### src/verilog/rvPkg.sv
// RV32I subset only (no compressed, jalr, CSR or byte/half memory access); widths are fixed at 32
package rvPkg;

    localparam int XLen = 32;

    typedef logic [XLen-1:0] wordT;
    typedef logic [XLen-1:0] pcT;
    typedef logic [4:0]      regAddrT;
    typedef logic [XLen-3:0] dmemAddrT;
    typedef logic [XLen-1:0] immT;

    // Encoded as {funct7[5], funct3}
    typedef enum logic [3:0] {
        AluAdd = 4'b0000,
        AluSub = 4'b1000,
        AluSlt = 4'b0010,
        AluXor = 4'b0100,
        AluOr  = 4'b0110,
        AluAnd = 4'b0111,
        AluSll = 4'b0001,
        AluSrl = 4'b0101,
        AluSra = 4'b1101
    } aluFuncE;

    typedef logic [1:0] fwdSelT;
    localparam fwdSelT FwdNone = 2'd0;
    localparam fwdSelT FwdWb   = 2'd1;
    localparam fwdSelT FwdMem  = 2'd2;

    // Opcode bits 6 to 2
    localparam logic [4:0] OpOp     = 5'b01100;
    localparam logic [4:0] OpImm    = 5'b00100;
    localparam logic [4:0] OpLoad   = 5'b00000;
    localparam logic [4:0] OpStore  = 5'b01000;
    localparam logic [4:0] OpBranch = 5'b11000;
    localparam logic [4:0] OpJal    = 5'b11011;

    // addi x0, x0, 0
    localparam wordT NopInstr = 32'h0000_0013;

endpackage
### src/verilog/rvPipeline.sv
// Both memories must answer combinationally in the same cycle and never stall the core
`timescale 1ns/1ps

module rvPipeline import rvPkg::*; #(
    parameter pcT ResetPc = '0
) (
    input  logic     clk,
    input  logic     rst_n,
    output pcT       imemAddr,
    input  wordT     imemRdata,
    output logic     dmemRen,
    output logic     dmemWen,
    output dmemAddrT dmemAddr,
    output wordT     dmemWdata,
    input  wordT     dmemRdata
);

    // ========================================
    // Stage interconnect
    // ========================================
    wordT    ifIdInstr;
    pcT      ifIdPc;
    logic    loadUseStall;
    logic    redirect;
    pcT      redirectPc;
    regAddrT rs1, rs2;
    wordT    rs1Data, rs2Data;
    regAddrT idExRd, idExRs1, idExRs2;
    pcT      idExPc;
    wordT    idExA, idExB, idExImm;
    aluFuncE idExAluFunc;
    logic    idExAluSrc, idExRegWrite, idExMemRead, idExMemWrite;
    logic    idExBranch, idExBne, idExJal, idExMemToReg;
    fwdSelT  fwdA, fwdB;
    wordT    exMemAlu, exMemStore, exMemLink;
    regAddrT exMemRd;
    logic    exMemRegWrite, exMemMemRead, exMemMemWrite, exMemMemToReg, exMemJal;
    logic    wbEn;
    regAddrT wbRd;
    wordT    wbData;

    // Data port is driven straight from EX/MEM
    assign dmemRen   = exMemMemRead;
    assign dmemWen   = exMemMemWrite;
    assign dmemAddr  = exMemAlu[XLen-1:2];
    assign dmemWdata = exMemStore;

    // ========================================
    // Stages
    // ========================================
    fetchUnit #(
        .ResetPc(ResetPc)
    ) u_fetchUnit (.*);

    decodeUnit u_decodeUnit (.*);

    regFile u_regFile (.*);

    hazardUnit u_hazardUnit (.*);

    execUnit u_execUnit (.*);

    memWbUnit u_memWbUnit (.*);

endmodule

### src/verilog/memWbUnit.sv
// Load data is taken as a full word; no byte or halfword extraction
`timescale 1ns/1ps

module memWbUnit import rvPkg::*; (
    input  logic    clk,
    input  logic    rst_n,
    input  wordT    exMemAlu,
    input  wordT    exMemLink,
    input  regAddrT exMemRd,
    input  logic    exMemRegWrite,
    input  logic    exMemMemToReg,
    input  logic    exMemJal,
    input  wordT    dmemRdata,
    output logic    wbEn,
    output regAddrT wbRd,
    output wordT    wbData
);

    wordT memWbAlu, memWbRdata, memWbLink;
    logic memWbMemToReg, memWbJal;

    always_ff @(posedge clk or negedge rst_n) begin
        if (!rst_n) begin
            wbEn          <= 1'b0;
            memWbMemToReg <= 1'b0;
            memWbJal      <= 1'b0;
        end else begin
            wbEn          <= exMemRegWrite;
            memWbMemToReg <= exMemMemToReg;
            memWbJal      <= exMemJal;
        end
    end

    always_ff @(posedge clk) begin
        memWbAlu   <= exMemAlu;
        memWbRdata <= dmemRdata;
        memWbLink  <= exMemLink;
        wbRd       <= exMemRd;
    end

    // Link value for jal, else load data or ALU result
    assign wbData = memWbJal ? memWbLink :
                    memWbMemToReg ? memWbRdata : memWbAlu;

endmodule

### src/verilog/execUnit.sv
// Branches and jal resolve here; only beq and bne are compared, target is always pc plus immediate
`timescale 1ns/1ps

module execUnit import rvPkg::*; (
    input  logic    clk,
    input  logic    rst_n,
    input  pcT      idExPc,
    input  wordT    idExA,
    input  wordT    idExB,
    input  wordT    idExImm,
    input  aluFuncE idExAluFunc,
    input  regAddrT idExRd,
    input  logic    idExAluSrc, idExRegWrite, idExMemRead, idExMemWrite,
    input  logic    idExBranch, idExBne, idExJal, idExMemToReg,
    input  fwdSelT  fwdA,
    input  fwdSelT  fwdB,
    input  wordT    wbData,
    output logic    redirect,
    output pcT      redirectPc,
    output wordT    exMemAlu,
    output wordT    exMemStore,
    output wordT    exMemLink,
    output regAddrT exMemRd,
    output logic    exMemRegWrite, exMemMemRead, exMemMemWrite, exMemMemToReg, exMemJal
);

    wordT opA, opB, aluB, aluOut;
    logic opEq;

    // ========================================
    // Operand forwarding
    // ========================================
    assign opA  = (fwdA == FwdMem) ? exMemAlu : (fwdA == FwdWb) ? wbData : idExA;
    assign opB  = (fwdB == FwdMem) ? exMemAlu : (fwdB == FwdWb) ? wbData : idExB;
    assign aluB = idExAluSrc ? idExImm : opB;

    always_comb begin
        case (idExAluFunc)
            AluAdd:  aluOut = opA + aluB;
            AluSub:  aluOut = opA - aluB;
            AluSlt:  aluOut = {31'd0, $signed(opA) < $signed(aluB)};
            AluXor:  aluOut = opA ^ aluB;
            AluOr:   aluOut = opA | aluB;
            AluAnd:  aluOut = opA & aluB;
            AluSll:  aluOut = opA << aluB[4:0];
            AluSrl:  aluOut = opA >> aluB[4:0];
            AluSra:  aluOut = $signed(opA) >>> aluB[4:0];
            default: aluOut = '0;
        endcase
    end

    // Branch resolution
    assign opEq       = (opA == opB);
    assign redirect   = idExJal || (idExBranch && (idExBne ? !opEq : opEq));
    assign redirectPc = idExPc + idExImm;

    // ========================================
    // EX/MEM register
    // ========================================
    always_ff @(posedge clk or negedge rst_n) begin
        if (!rst_n) begin
            exMemRegWrite <= 1'b0;
            exMemMemRead  <= 1'b0;
            exMemMemWrite <= 1'b0;
            exMemMemToReg <= 1'b0;
            exMemJal      <= 1'b0;
        end else begin
            exMemRegWrite <= idExRegWrite;
            exMemMemRead  <= idExMemRead;
            exMemMemWrite <= idExMemWrite;
            exMemMemToReg <= idExMemToReg;
            exMemJal      <= idExJal;
        end
    end

    always_ff @(posedge clk) begin
        exMemAlu   <= aluOut;
        exMemStore <= opB;
        exMemLink  <= idExPc + 32'd4;
        exMemRd    <= idExRd;
    end

    redirectSource: assert property (@(posedge clk) disable iff (!rst_n)
        redirect |-> (idExBranch || idExJal))
        else $error("redirect without a branch or jal in execute");

endmodule

### src/verilog/hazardUnit.sv
// Only a load immediately ahead of its consumer stalls; all other RAW cases are forwarded
`timescale 1ns/1ps

module hazardUnit import rvPkg::*; (
    input  regAddrT rs1,
    input  regAddrT rs2,
    input  regAddrT idExRd,
    input  regAddrT idExRs1,
    input  regAddrT idExRs2,
    input  logic    idExMemRead,
    input  regAddrT exMemRd,
    input  logic    exMemRegWrite,
    input  regAddrT wbRd,
    input  logic    wbEn,
    output logic    loadUseStall,
    output fwdSelT  fwdA,
    output fwdSelT  fwdB
);

    // Youngest producer wins
    function automatic fwdSelT pickFwd(regAddrT src);
        if (exMemRegWrite && exMemRd != '0 && exMemRd == src) begin
            return FwdMem;
        end else if (wbEn && wbRd != '0 && wbRd == src) begin
            return FwdWb;
        end
        return FwdNone;
    endfunction

    assign loadUseStall = idExMemRead && idExRd != '0 &&
                          (idExRd == rs1 || idExRd == rs2);

    assign fwdA = pickFwd(idExRs1);
    assign fwdB = pickFwd(idExRs2);

endmodule

### src/verilog/regFile.sv
// Two combinational read ports and one write port; a same-cycle write is visible on the reads
`timescale 1ns/1ps

module regFile import rvPkg::*; (
    input  logic    clk,
    input  logic    rst_n,
    input  regAddrT rs1,
    input  regAddrT rs2,
    input  logic    wbEn,
    input  regAddrT wbRd,
    input  wordT    wbData,
    output wordT    rs1Data,
    output wordT    rs2Data
);

    wordT regs [32];

    // x0 reads zero, then write-through, then the stored value
    assign rs1Data = (rs1 == '0) ? '0 :
                     (wbEn && wbRd == rs1) ? wbData : regs[rs1];
    assign rs2Data = (rs2 == '0) ? '0 :
                     (wbEn && wbRd == rs2) ? wbData : regs[rs2];

    always_ff @(posedge clk or negedge rst_n) begin
        if (!rst_n) begin
            for (int i = 0; i < 32; i++) begin
                regs[i] <= '0;
            end
        end else if (wbEn && wbRd != '0) begin
            regs[wbRd] <= wbData;
        end
    end

endmodule

### src/verilog/decodeUnit.sv
// Opcodes outside the RV32I subset decode as bubbles; funct3 is assumed legal for the opcode
`timescale 1ns/1ps

module decodeUnit import rvPkg::*; (
    input  logic    clk,
    input  logic    rst_n,
    input  wordT    ifIdInstr,
    input  pcT      ifIdPc,
    input  wordT    rs1Data,
    input  wordT    rs2Data,
    input  logic    loadUseStall,
    input  logic    redirect,
    output regAddrT rs1,
    output regAddrT rs2,
    output regAddrT idExRd,
    output regAddrT idExRs1,
    output regAddrT idExRs2,
    output pcT      idExPc,
    output wordT    idExA,
    output wordT    idExB,
    output wordT    idExImm,
    output aluFuncE idExAluFunc,
    output logic    idExAluSrc, idExRegWrite, idExMemRead, idExMemWrite,
    output logic    idExBranch, idExBne, idExJal, idExMemToReg
);

    logic [4:0] opcode;
    logic [2:0] funct3;
    immT        imm;
    aluFuncE    aluFunc;
    logic       aluSrc, regWrite, memRead, memWrite, branch, jal, memToReg;
    logic       bubble;

    assign opcode = ifIdInstr[6:2];
    assign funct3 = ifIdInstr[14:12];
    assign rs1    = ifIdInstr[19:15];
    assign rs2    = ifIdInstr[24:20];
    assign bubble = loadUseStall | redirect;

    // ========================================
    // Main control
    // ========================================
    always_comb begin
        case (opcode)
            OpOp:     {aluSrc, regWrite, memRead, memWrite, branch, jal, memToReg} = 7'b0100000;
            OpImm:    {aluSrc, regWrite, memRead, memWrite, branch, jal, memToReg} = 7'b1100000;
            OpLoad:   {aluSrc, regWrite, memRead, memWrite, branch, jal, memToReg} = 7'b1110001;
            OpStore:  {aluSrc, regWrite, memRead, memWrite, branch, jal, memToReg} = 7'b1001000;
            OpBranch: {aluSrc, regWrite, memRead, memWrite, branch, jal, memToReg} = 7'b0000100;
            OpJal:    {aluSrc, regWrite, memRead, memWrite, branch, jal, memToReg} = 7'b0100010;
            default:  {aluSrc, regWrite, memRead, memWrite, branch, jal, memToReg} = 7'b0000000;
        endcase
    end

    // I, S, B and J formats
    always_comb begin
        case (opcode)
            OpImm, OpLoad: imm = {{20{ifIdInstr[31]}}, ifIdInstr[31:20]};
            OpStore:  imm = {{20{ifIdInstr[31]}}, ifIdInstr[31:25], ifIdInstr[11:7]};
            OpBranch: imm = {{20{ifIdInstr[31]}}, ifIdInstr[7], ifIdInstr[30:25],
                             ifIdInstr[11:8], 1'b0};
            OpJal:    imm = {{12{ifIdInstr[31]}}, ifIdInstr[19:12], ifIdInstr[20],
                             ifIdInstr[30:21], 1'b0};
            default:  imm = '0;
        endcase
    end

    // funct7 only matters for R-type and for srai among the immediates
    always_comb begin
        case (opcode)
            OpOp:     aluFunc = aluFuncE'({ifIdInstr[30], funct3});
            OpImm:    aluFunc = aluFuncE'({ifIdInstr[30] & (funct3 == 3'b101), funct3});
            OpBranch: aluFunc = AluSub;
            default:  aluFunc = AluAdd;
        endcase
    end

    // ========================================
    // ID/EX register
    // ========================================
    always_ff @(posedge clk or negedge rst_n) begin
        if (!rst_n) begin
            idExAluSrc   <= 1'b0;
            idExRegWrite <= 1'b0;
            idExMemRead  <= 1'b0;
            idExMemWrite <= 1'b0;
            idExBranch   <= 1'b0;
            idExJal      <= 1'b0;
            idExMemToReg <= 1'b0;
        end else begin
            idExAluSrc   <= aluSrc & ~bubble;
            idExRegWrite <= regWrite & ~bubble;
            idExMemRead  <= memRead & ~bubble;
            idExMemWrite <= memWrite & ~bubble;
            idExBranch   <= branch & ~bubble;
            idExJal      <= jal & ~bubble;
            idExMemToReg <= memToReg & ~bubble;
        end
    end

    always_ff @(posedge clk) begin
        idExPc      <= ifIdPc;
        idExA       <= rs1Data;
        idExB       <= rs2Data;
        idExImm     <= imm;
        idExAluFunc <= aluFunc;
        idExBne     <= funct3[0];
        idExRd      <= ifIdInstr[11:7];
        idExRs1     <= rs1;
        idExRs2     <= rs2;
    end

endmodule

### src/verilog/fetchUnit.sv
// Fixed 4-byte PC step; instruction memory data must be valid in the cycle the address is driven
`timescale 1ns/1ps

module fetchUnit import rvPkg::*; #(
    parameter pcT ResetPc = '0
) (
    input  logic clk,
    input  logic rst_n,
    input  logic loadUseStall,
    input  logic redirect,
    input  pcT   redirectPc,
    input  wordT imemRdata,
    output pcT   imemAddr,
    output pcT   ifIdPc,
    output wordT ifIdInstr
);

    pcT pc;
    pcT nextPc;

    // Redirect wins over a load-use hold
    assign nextPc   = redirect ? redirectPc :
                      loadUseStall ? pc : pc + 32'd4;
    assign imemAddr = pc;

    always_ff @(posedge clk or negedge rst_n) begin
        if (!rst_n) begin
            pc        <= ResetPc;
            ifIdPc    <= ResetPc;
            ifIdInstr <= NopInstr;
        end else begin
            pc <= nextPc;
            if (redirect) begin
                // Squash the instruction fetched under the taken branch
                ifIdInstr <= NopInstr;
            end else if (!loadUseStall) begin
                ifIdInstr <= imemRdata;
                ifIdPc    <= pc;
            end
        end
    end

    pcAligned: assert property (@(posedge clk) disable iff (!rst_n) pc[1:0] == 2'b00)
        else $error("pc is not word aligned");

endmodule

### config.mk
export PLATFORM = sky130hd
export DESIGN_NAME = rvPipeline
export DESIGN_NICKNAME = d
export VERILOG_FILES = /design/src/verilog/rvPkg.sv /design/src/verilog/rvPipeline.sv /design/src/verilog/memWbUnit.sv /design/src/verilog/execUnit.sv /design/src/verilog/hazardUnit.sv /design/src/verilog/regFile.sv /design/src/verilog/decodeUnit.sv /design/src/verilog/fetchUnit.sv
export SDC_FILE = /design/constraint.sdc
export NUM_CORES = 2
export LEC_CHECK = 0
export ABC_AREA = 1
export BUFFER_PORTS_ARGS = -buffer_cell sky130_fd_sc_hd__buf_2
export CORE_MARGIN = 2
export CORE_UTILIZATION = 45
export DETAILED_ROUTE_END_ITERATION = 10
export PLACE_DENSITY_LB_ADDON = 0.05
export SLEW_MARGIN = 20
export SYNTH_ARGS = -nofsm -noshare
export SYNTH_HDL_FRONTEND = slang
export SYNTH_SLANG_ARGS = --single-unit
### constraint.sdc
create_clock -name clk -period 9.05 [get_ports clk]
set_input_delay 1.81 -clock clk [delete_from_list [all_inputs] [get_ports clk]]
set_output_delay 1.81 -clock clk [all_outputs]
set_load 0.05 [all_outputs]
==> flow_results.org <==
** Timing
- Setup repair after global routing left no endpoint under its margin.
- In the final timing run, aggregate negative setup slack is 0 ps.
- Between clock sinks in the finished design, the worst skew comes to 38.9 ps.
- Setup Viol. Count Final :: 0
- Based on the critical path, the design can be clocked at up to 150 MHz.
- The smallest clock period supported by the final layout is computed as 6660 ps.
- Headroom to the max-slew limit :: 0.150
- Post-route fraction of the period consumed by the critical path :: 0.735
- At the pin with the least slew margin, the transition time is 1260 ps.
- Final count of hold timing violations :: 0
- Final number of max-transition violations :: 0

** Placement
- In this run the tool buffered the top-level ports with 159 buffer cells.
- HPWL after DPL :: 228,000 um
- After detailed placement, the total cell area comes to between 0.08 and 0.09 mm^2.
- The congestion estimate from routability-driven global placement came to 0.995.
- Total instance count after detailed placement :: 13.3k

** Clock tree
- Number of buffers added for setup after CTS :: 0
- Clk buf depth :: 3
- The H-tree was split into 4 levels.
- Later-pin clock latency in the skew report :: 860 ps
- Clock-pin slew on the worst setup and hold paths :: roughly 60 ps
- TritonCTS built the clock tree.
- In this run, CTS created clock tree buffers numbering 167.
- Post-cts gate resize count :: 0
- In this run, post-CTS hold repair placed 0 buffers.
- Root Driver :: clkbuf_16
- Clock Sink Count :: roughly 1.5k

** Routing
- The routed layout has roughly 83k vias.
- In the final routed layout, each cell accounts on average for 26.6 um.
- Dividing the detail-routed via count by the number of cells gives 6.08.
- Summed over all layers, the routed wires come to 362,000 um.
- For this run, design rule violations remaining after detail routing come to 0.
- 1st-pass router iterations :: 7
- The count of nets left with antenna violations once routing finished came out at 0.
- Number of DRC markers in iteration 0 :: 11.0k

** Pwr
- VDD sags by at most 176 uV.
- Leakage power :: roughly 41 nW
- Dividing total power by cell area gives a power density of 259 mW/mm^2.
- After layout, the design draws a total of 23.3 mW.

** Synth
- Synthesis handed over a netlist of approximately 12k instances.
- Most frequent cell after synthesis :: nand2_1
- Counting flops with a built-in enable in the synthesized netlist gives 0.
- Flip-flop and latch count after synthesis :: approximately 1.5k
- The netlist uses 62 different library cells.
- Of all flip-flops after synthesis, the portion carrying an async set or reset was 0.769.
- Most frequent cells after synthesis :: 2,832 x nand2_1, 2,159 x o21ai_0, 1,130 x dfrtp_1, 841 x inv_1, 806 x nand3_1
- Mean instance size in the synthesized netlist :: 7.16 um^2
- Fraction of the yosys area taken by sequential cells :: 0.426
- During synthesis, Yosys emitted a total of 0 warnings.
- Prevailing post-synth register cell :: dfrtp_1
- After synthesis the cells add up to ~0.082 mm^2.
- Net Count, Synth :: 11.7k
- Area share of the largest cell type after synthesis :: 0.343
- The biggest area contributor in the post-synthesis netlist is dfrtp_1.
- Sorting the synthesized cells by area gives the leading types as dfrtp_1 34%, o21ai_0 13%, nand2_1 13%.

** Worst setup path
- In this run the critical register-to-register path is captured at u_execUnit.exMemAlu[19].
- Worst EP required :: approximately 10000 ps
- Number of cells on the worst reg-to-reg path :: 31
- Crit path arrival time :: roughly 7400 ps
- The worst setup path is of the flip-flop to flip-flop kind.
- Critical R2R Launch :: u_memWbUnit.memWbMemToReg
- Cell repeated most along the worst path :: nand2_1
- Maximum single-stage delay on the critical path :: 590 ps
- Register-to-Register Setup Slack :: 2390 ps
- Type of destination of the critical path :: flip-flop
- In this run the worst path has a maximum fanout of 35.
- Sort of element at the start of the critical path :: flip-flop
- The largest individual stage delay along the critical path comes from the cell inv_1.

** Finish
- After routing the design area is ~0.090 mm^2.
- After the flow finishes, the layout carries non-filler instances totaling 13.6k.
- Share of post-route cells with drive strength above 1 :: 0.0690
- Measured on the finished design, the core utilization comes to 0.492.
- # nets final :: 11.3k
- The area growth from synthesis to layout is 9.01%.
- Filler cell count in the final layout :: 18.3k

** Floorplanning
- Row generation in the floorplan step produced about 160 rows.
- Die H :: 432 um
- 162 I/O pins were placed.
- In this run the horizontal extent of the chip is 432 um.
- Starting Density :: 0.452
- The region available for standard cell placement spans 0.182 mm^2.
- DIE AREA :: 0.187 mm^2

** Min path
- Hold Path Sink :: u_memWbUnit.memWbLink[21]
- Worst hold path stage count :: 0
- Start point of the worst hold path :: u_execUnit.exMemLink[21]
- The worst hold path belongs to the class flip-flop to flip-flop.

** Global route
- In the global route stage, overall resource usage came out at 0.379.
- Grt met1 use :: 0.532
- The initial antenna violation count came to 17.
- Global routing's busiest layer :: met2
- Met3 track utilization from global routing :: 0.0697
- The first global-routing pass estimated 523,000 um of wire.
- The via count of the first global-routing pass came to 75.6k.
- Maximum number of pins on one net before global-route repair :: 199
- Grt met2 use :: 0.561
- After global routing the overflow that remains totals 0.

** Flow run
- Across the run, the number of max-cap violations was 0.

** Outcome
- The flow ran to the end, and the final reports show no timing, DRC or antenna violations.
## how the worst max path moves through the flow
stage | start | end | slack [ps]
after floorplan | u_memWbUnit.wbRd[0] | u_execUnit.exMemAlu[26] | 4550
after global placement | u_memWbUnit.memWbMemToReg | u_execUnit.exMemAlu[20] | 2670
after detailed placement | u_memWbUnit.memWbMemToReg | u_execUnit.exMemAlu[20] | 2660
after CTS | u_memWbUnit.memWbMemToReg | u_execUnit.exMemAlu[20] | 2610
after global routing | u_memWbUnit.memWbMemToReg | u_execUnit.exMemAlu[20] | 1950
final | u_memWbUnit.memWbMemToReg | u_execUnit.exMemAlu[19] | 2390
## routing by layer
layer,up-vias,part of all wire
li1,37600,-
met1,39832,0.42
met2,4393,0.43
met3,878,0.096
met4,4,0.054
met5,-,0.000061
## cell usage in the layout, fill, tap and decap left out, types with 14 or more instances in the layout
| cell type | netlist | routed |
|---|---|---|
| nand2_1 | 2832 | 2825 |
| o21ai_0 | 2159 | 2157 |
| dfrtp_1 | 1130 | 1120 |
| inv_1 | 841 | 833 |
| nand3_1 | 806 | 802 |
| a21oi_1 | 639 | 639 |
| nor2_1 | 577 | 553 |
| dfxtp_1 | 339 | 339 |
| o211ai_1 | 336 | 336 |
| clkbuf_16 | 0 | 168 |
| buf_4 | 52 | 165 |
| buf_2 | 61 | 158 |
| nand4_1 | 150 | 150 |
| o22ai_1 | 148 | 148 |
| ha_1 | 130 | 130 |
| xor2_1 | 68 | 68 |
| inv_2 | 43 | 52 |
| clkbuf_1 | 769 | 51 |
| clkbuf_8 | 0 | 42 |
| nor3_1 | 36 | 35 |
| or2_2 | 32 | 32 |
| a221oi_1 | 31 | 31 |
| xnor2_1 | 26 | 26 |
| clkinv_2 | 0 | 25 |
| a211oi_1 | 20 | 20 |
| nor2_4 | 0 | 19 |
| a31oi_1 | 19 | 19 |
| buf_12 | 0 | 14 |
## area by class of cell
type,instances,area [um^2],share of cell area
antenna,8,20.0,0.000223
clock buffer,261,4970,0.0553
clock inverter,50,688,0.00766
inverter,899,3390,0.0378
multi-input combinational,8189,40400,0.449
sequential,1470,35100,0.391
tap,2385,2980,0.0332
timing repair buffer,337,2310,0.0257
## logic make-up after synthesis
family	after synthesis	synth area share
AO/OA/AOI/OAI	3455	0.228
XOR/XNOR	95	0.0102
adder cells (fa/ha/maj)	133	0.0205
buffers and inverters	1859	0.0884
flip-flops	1470	0.426
AND/OR/NAND/NOR	4506	0.227
## sequential cells by signal (all words and copies together) (netlist names), 5 cells and up
register                count
u_memWbUnit.wbRd            5
u_decodeUnit.idExRs1        5
u_decodeUnit.idExPc        32
u_regFile.regs           1024
u_memWbUnit.memWbRdata     32
u_decodeUnit.idExB         32
u_fetchUnit.imemAddr       32
u_execUnit.exMemStore      32
u_fetchUnit.ifIdInstr      30
u_decodeUnit.idExRd         5
u_decodeUnit.idExImm       21
u_decodeUnit.idExA         32
u_decodeUnit.idExRs2        5
u_execUnit.exMemAlu        32
u_fetchUnit.ifIdPc         32
u_execUnit.exMemLink       32
u_memWbUnit.memWbLink      32
u_execUnit.exMemRd          5
u_memWbUnit.memWbAlu       32
## per-stage QoR
step / worst slack, ps / hold slack (ps)
2_1_floorplan: 4550 / 310
3_3_place_gp: 2670 / 313
3_5_place_dp: 2660 / 312
4_1_cts: 2610 / 325
5_1_grt: 1950 / 328
6_report: 2390 / 324
## power breakdown
part	total (mW)	leakage (nW)	switching (mW)	internal, mW
sequential	8.96	18.2	1.14	7.83
combinational	7.30	19.8	5.46	1.84
clock	7.04	2.76	3.00	4.04
## critical path, delay by kind of cell (launching register included)
| family | cells | cell delay (ps) |
|---|---|---|
| compound gates | 6 | 1530 |
| fa+ha+maj | 1 | 430 |
| buf+inv | 9 | 2420 |
| flops | 1 | 360 |
| simple gates | 15 | 1660 |
No activity file was read; power rests on OpenSTA's default activity.
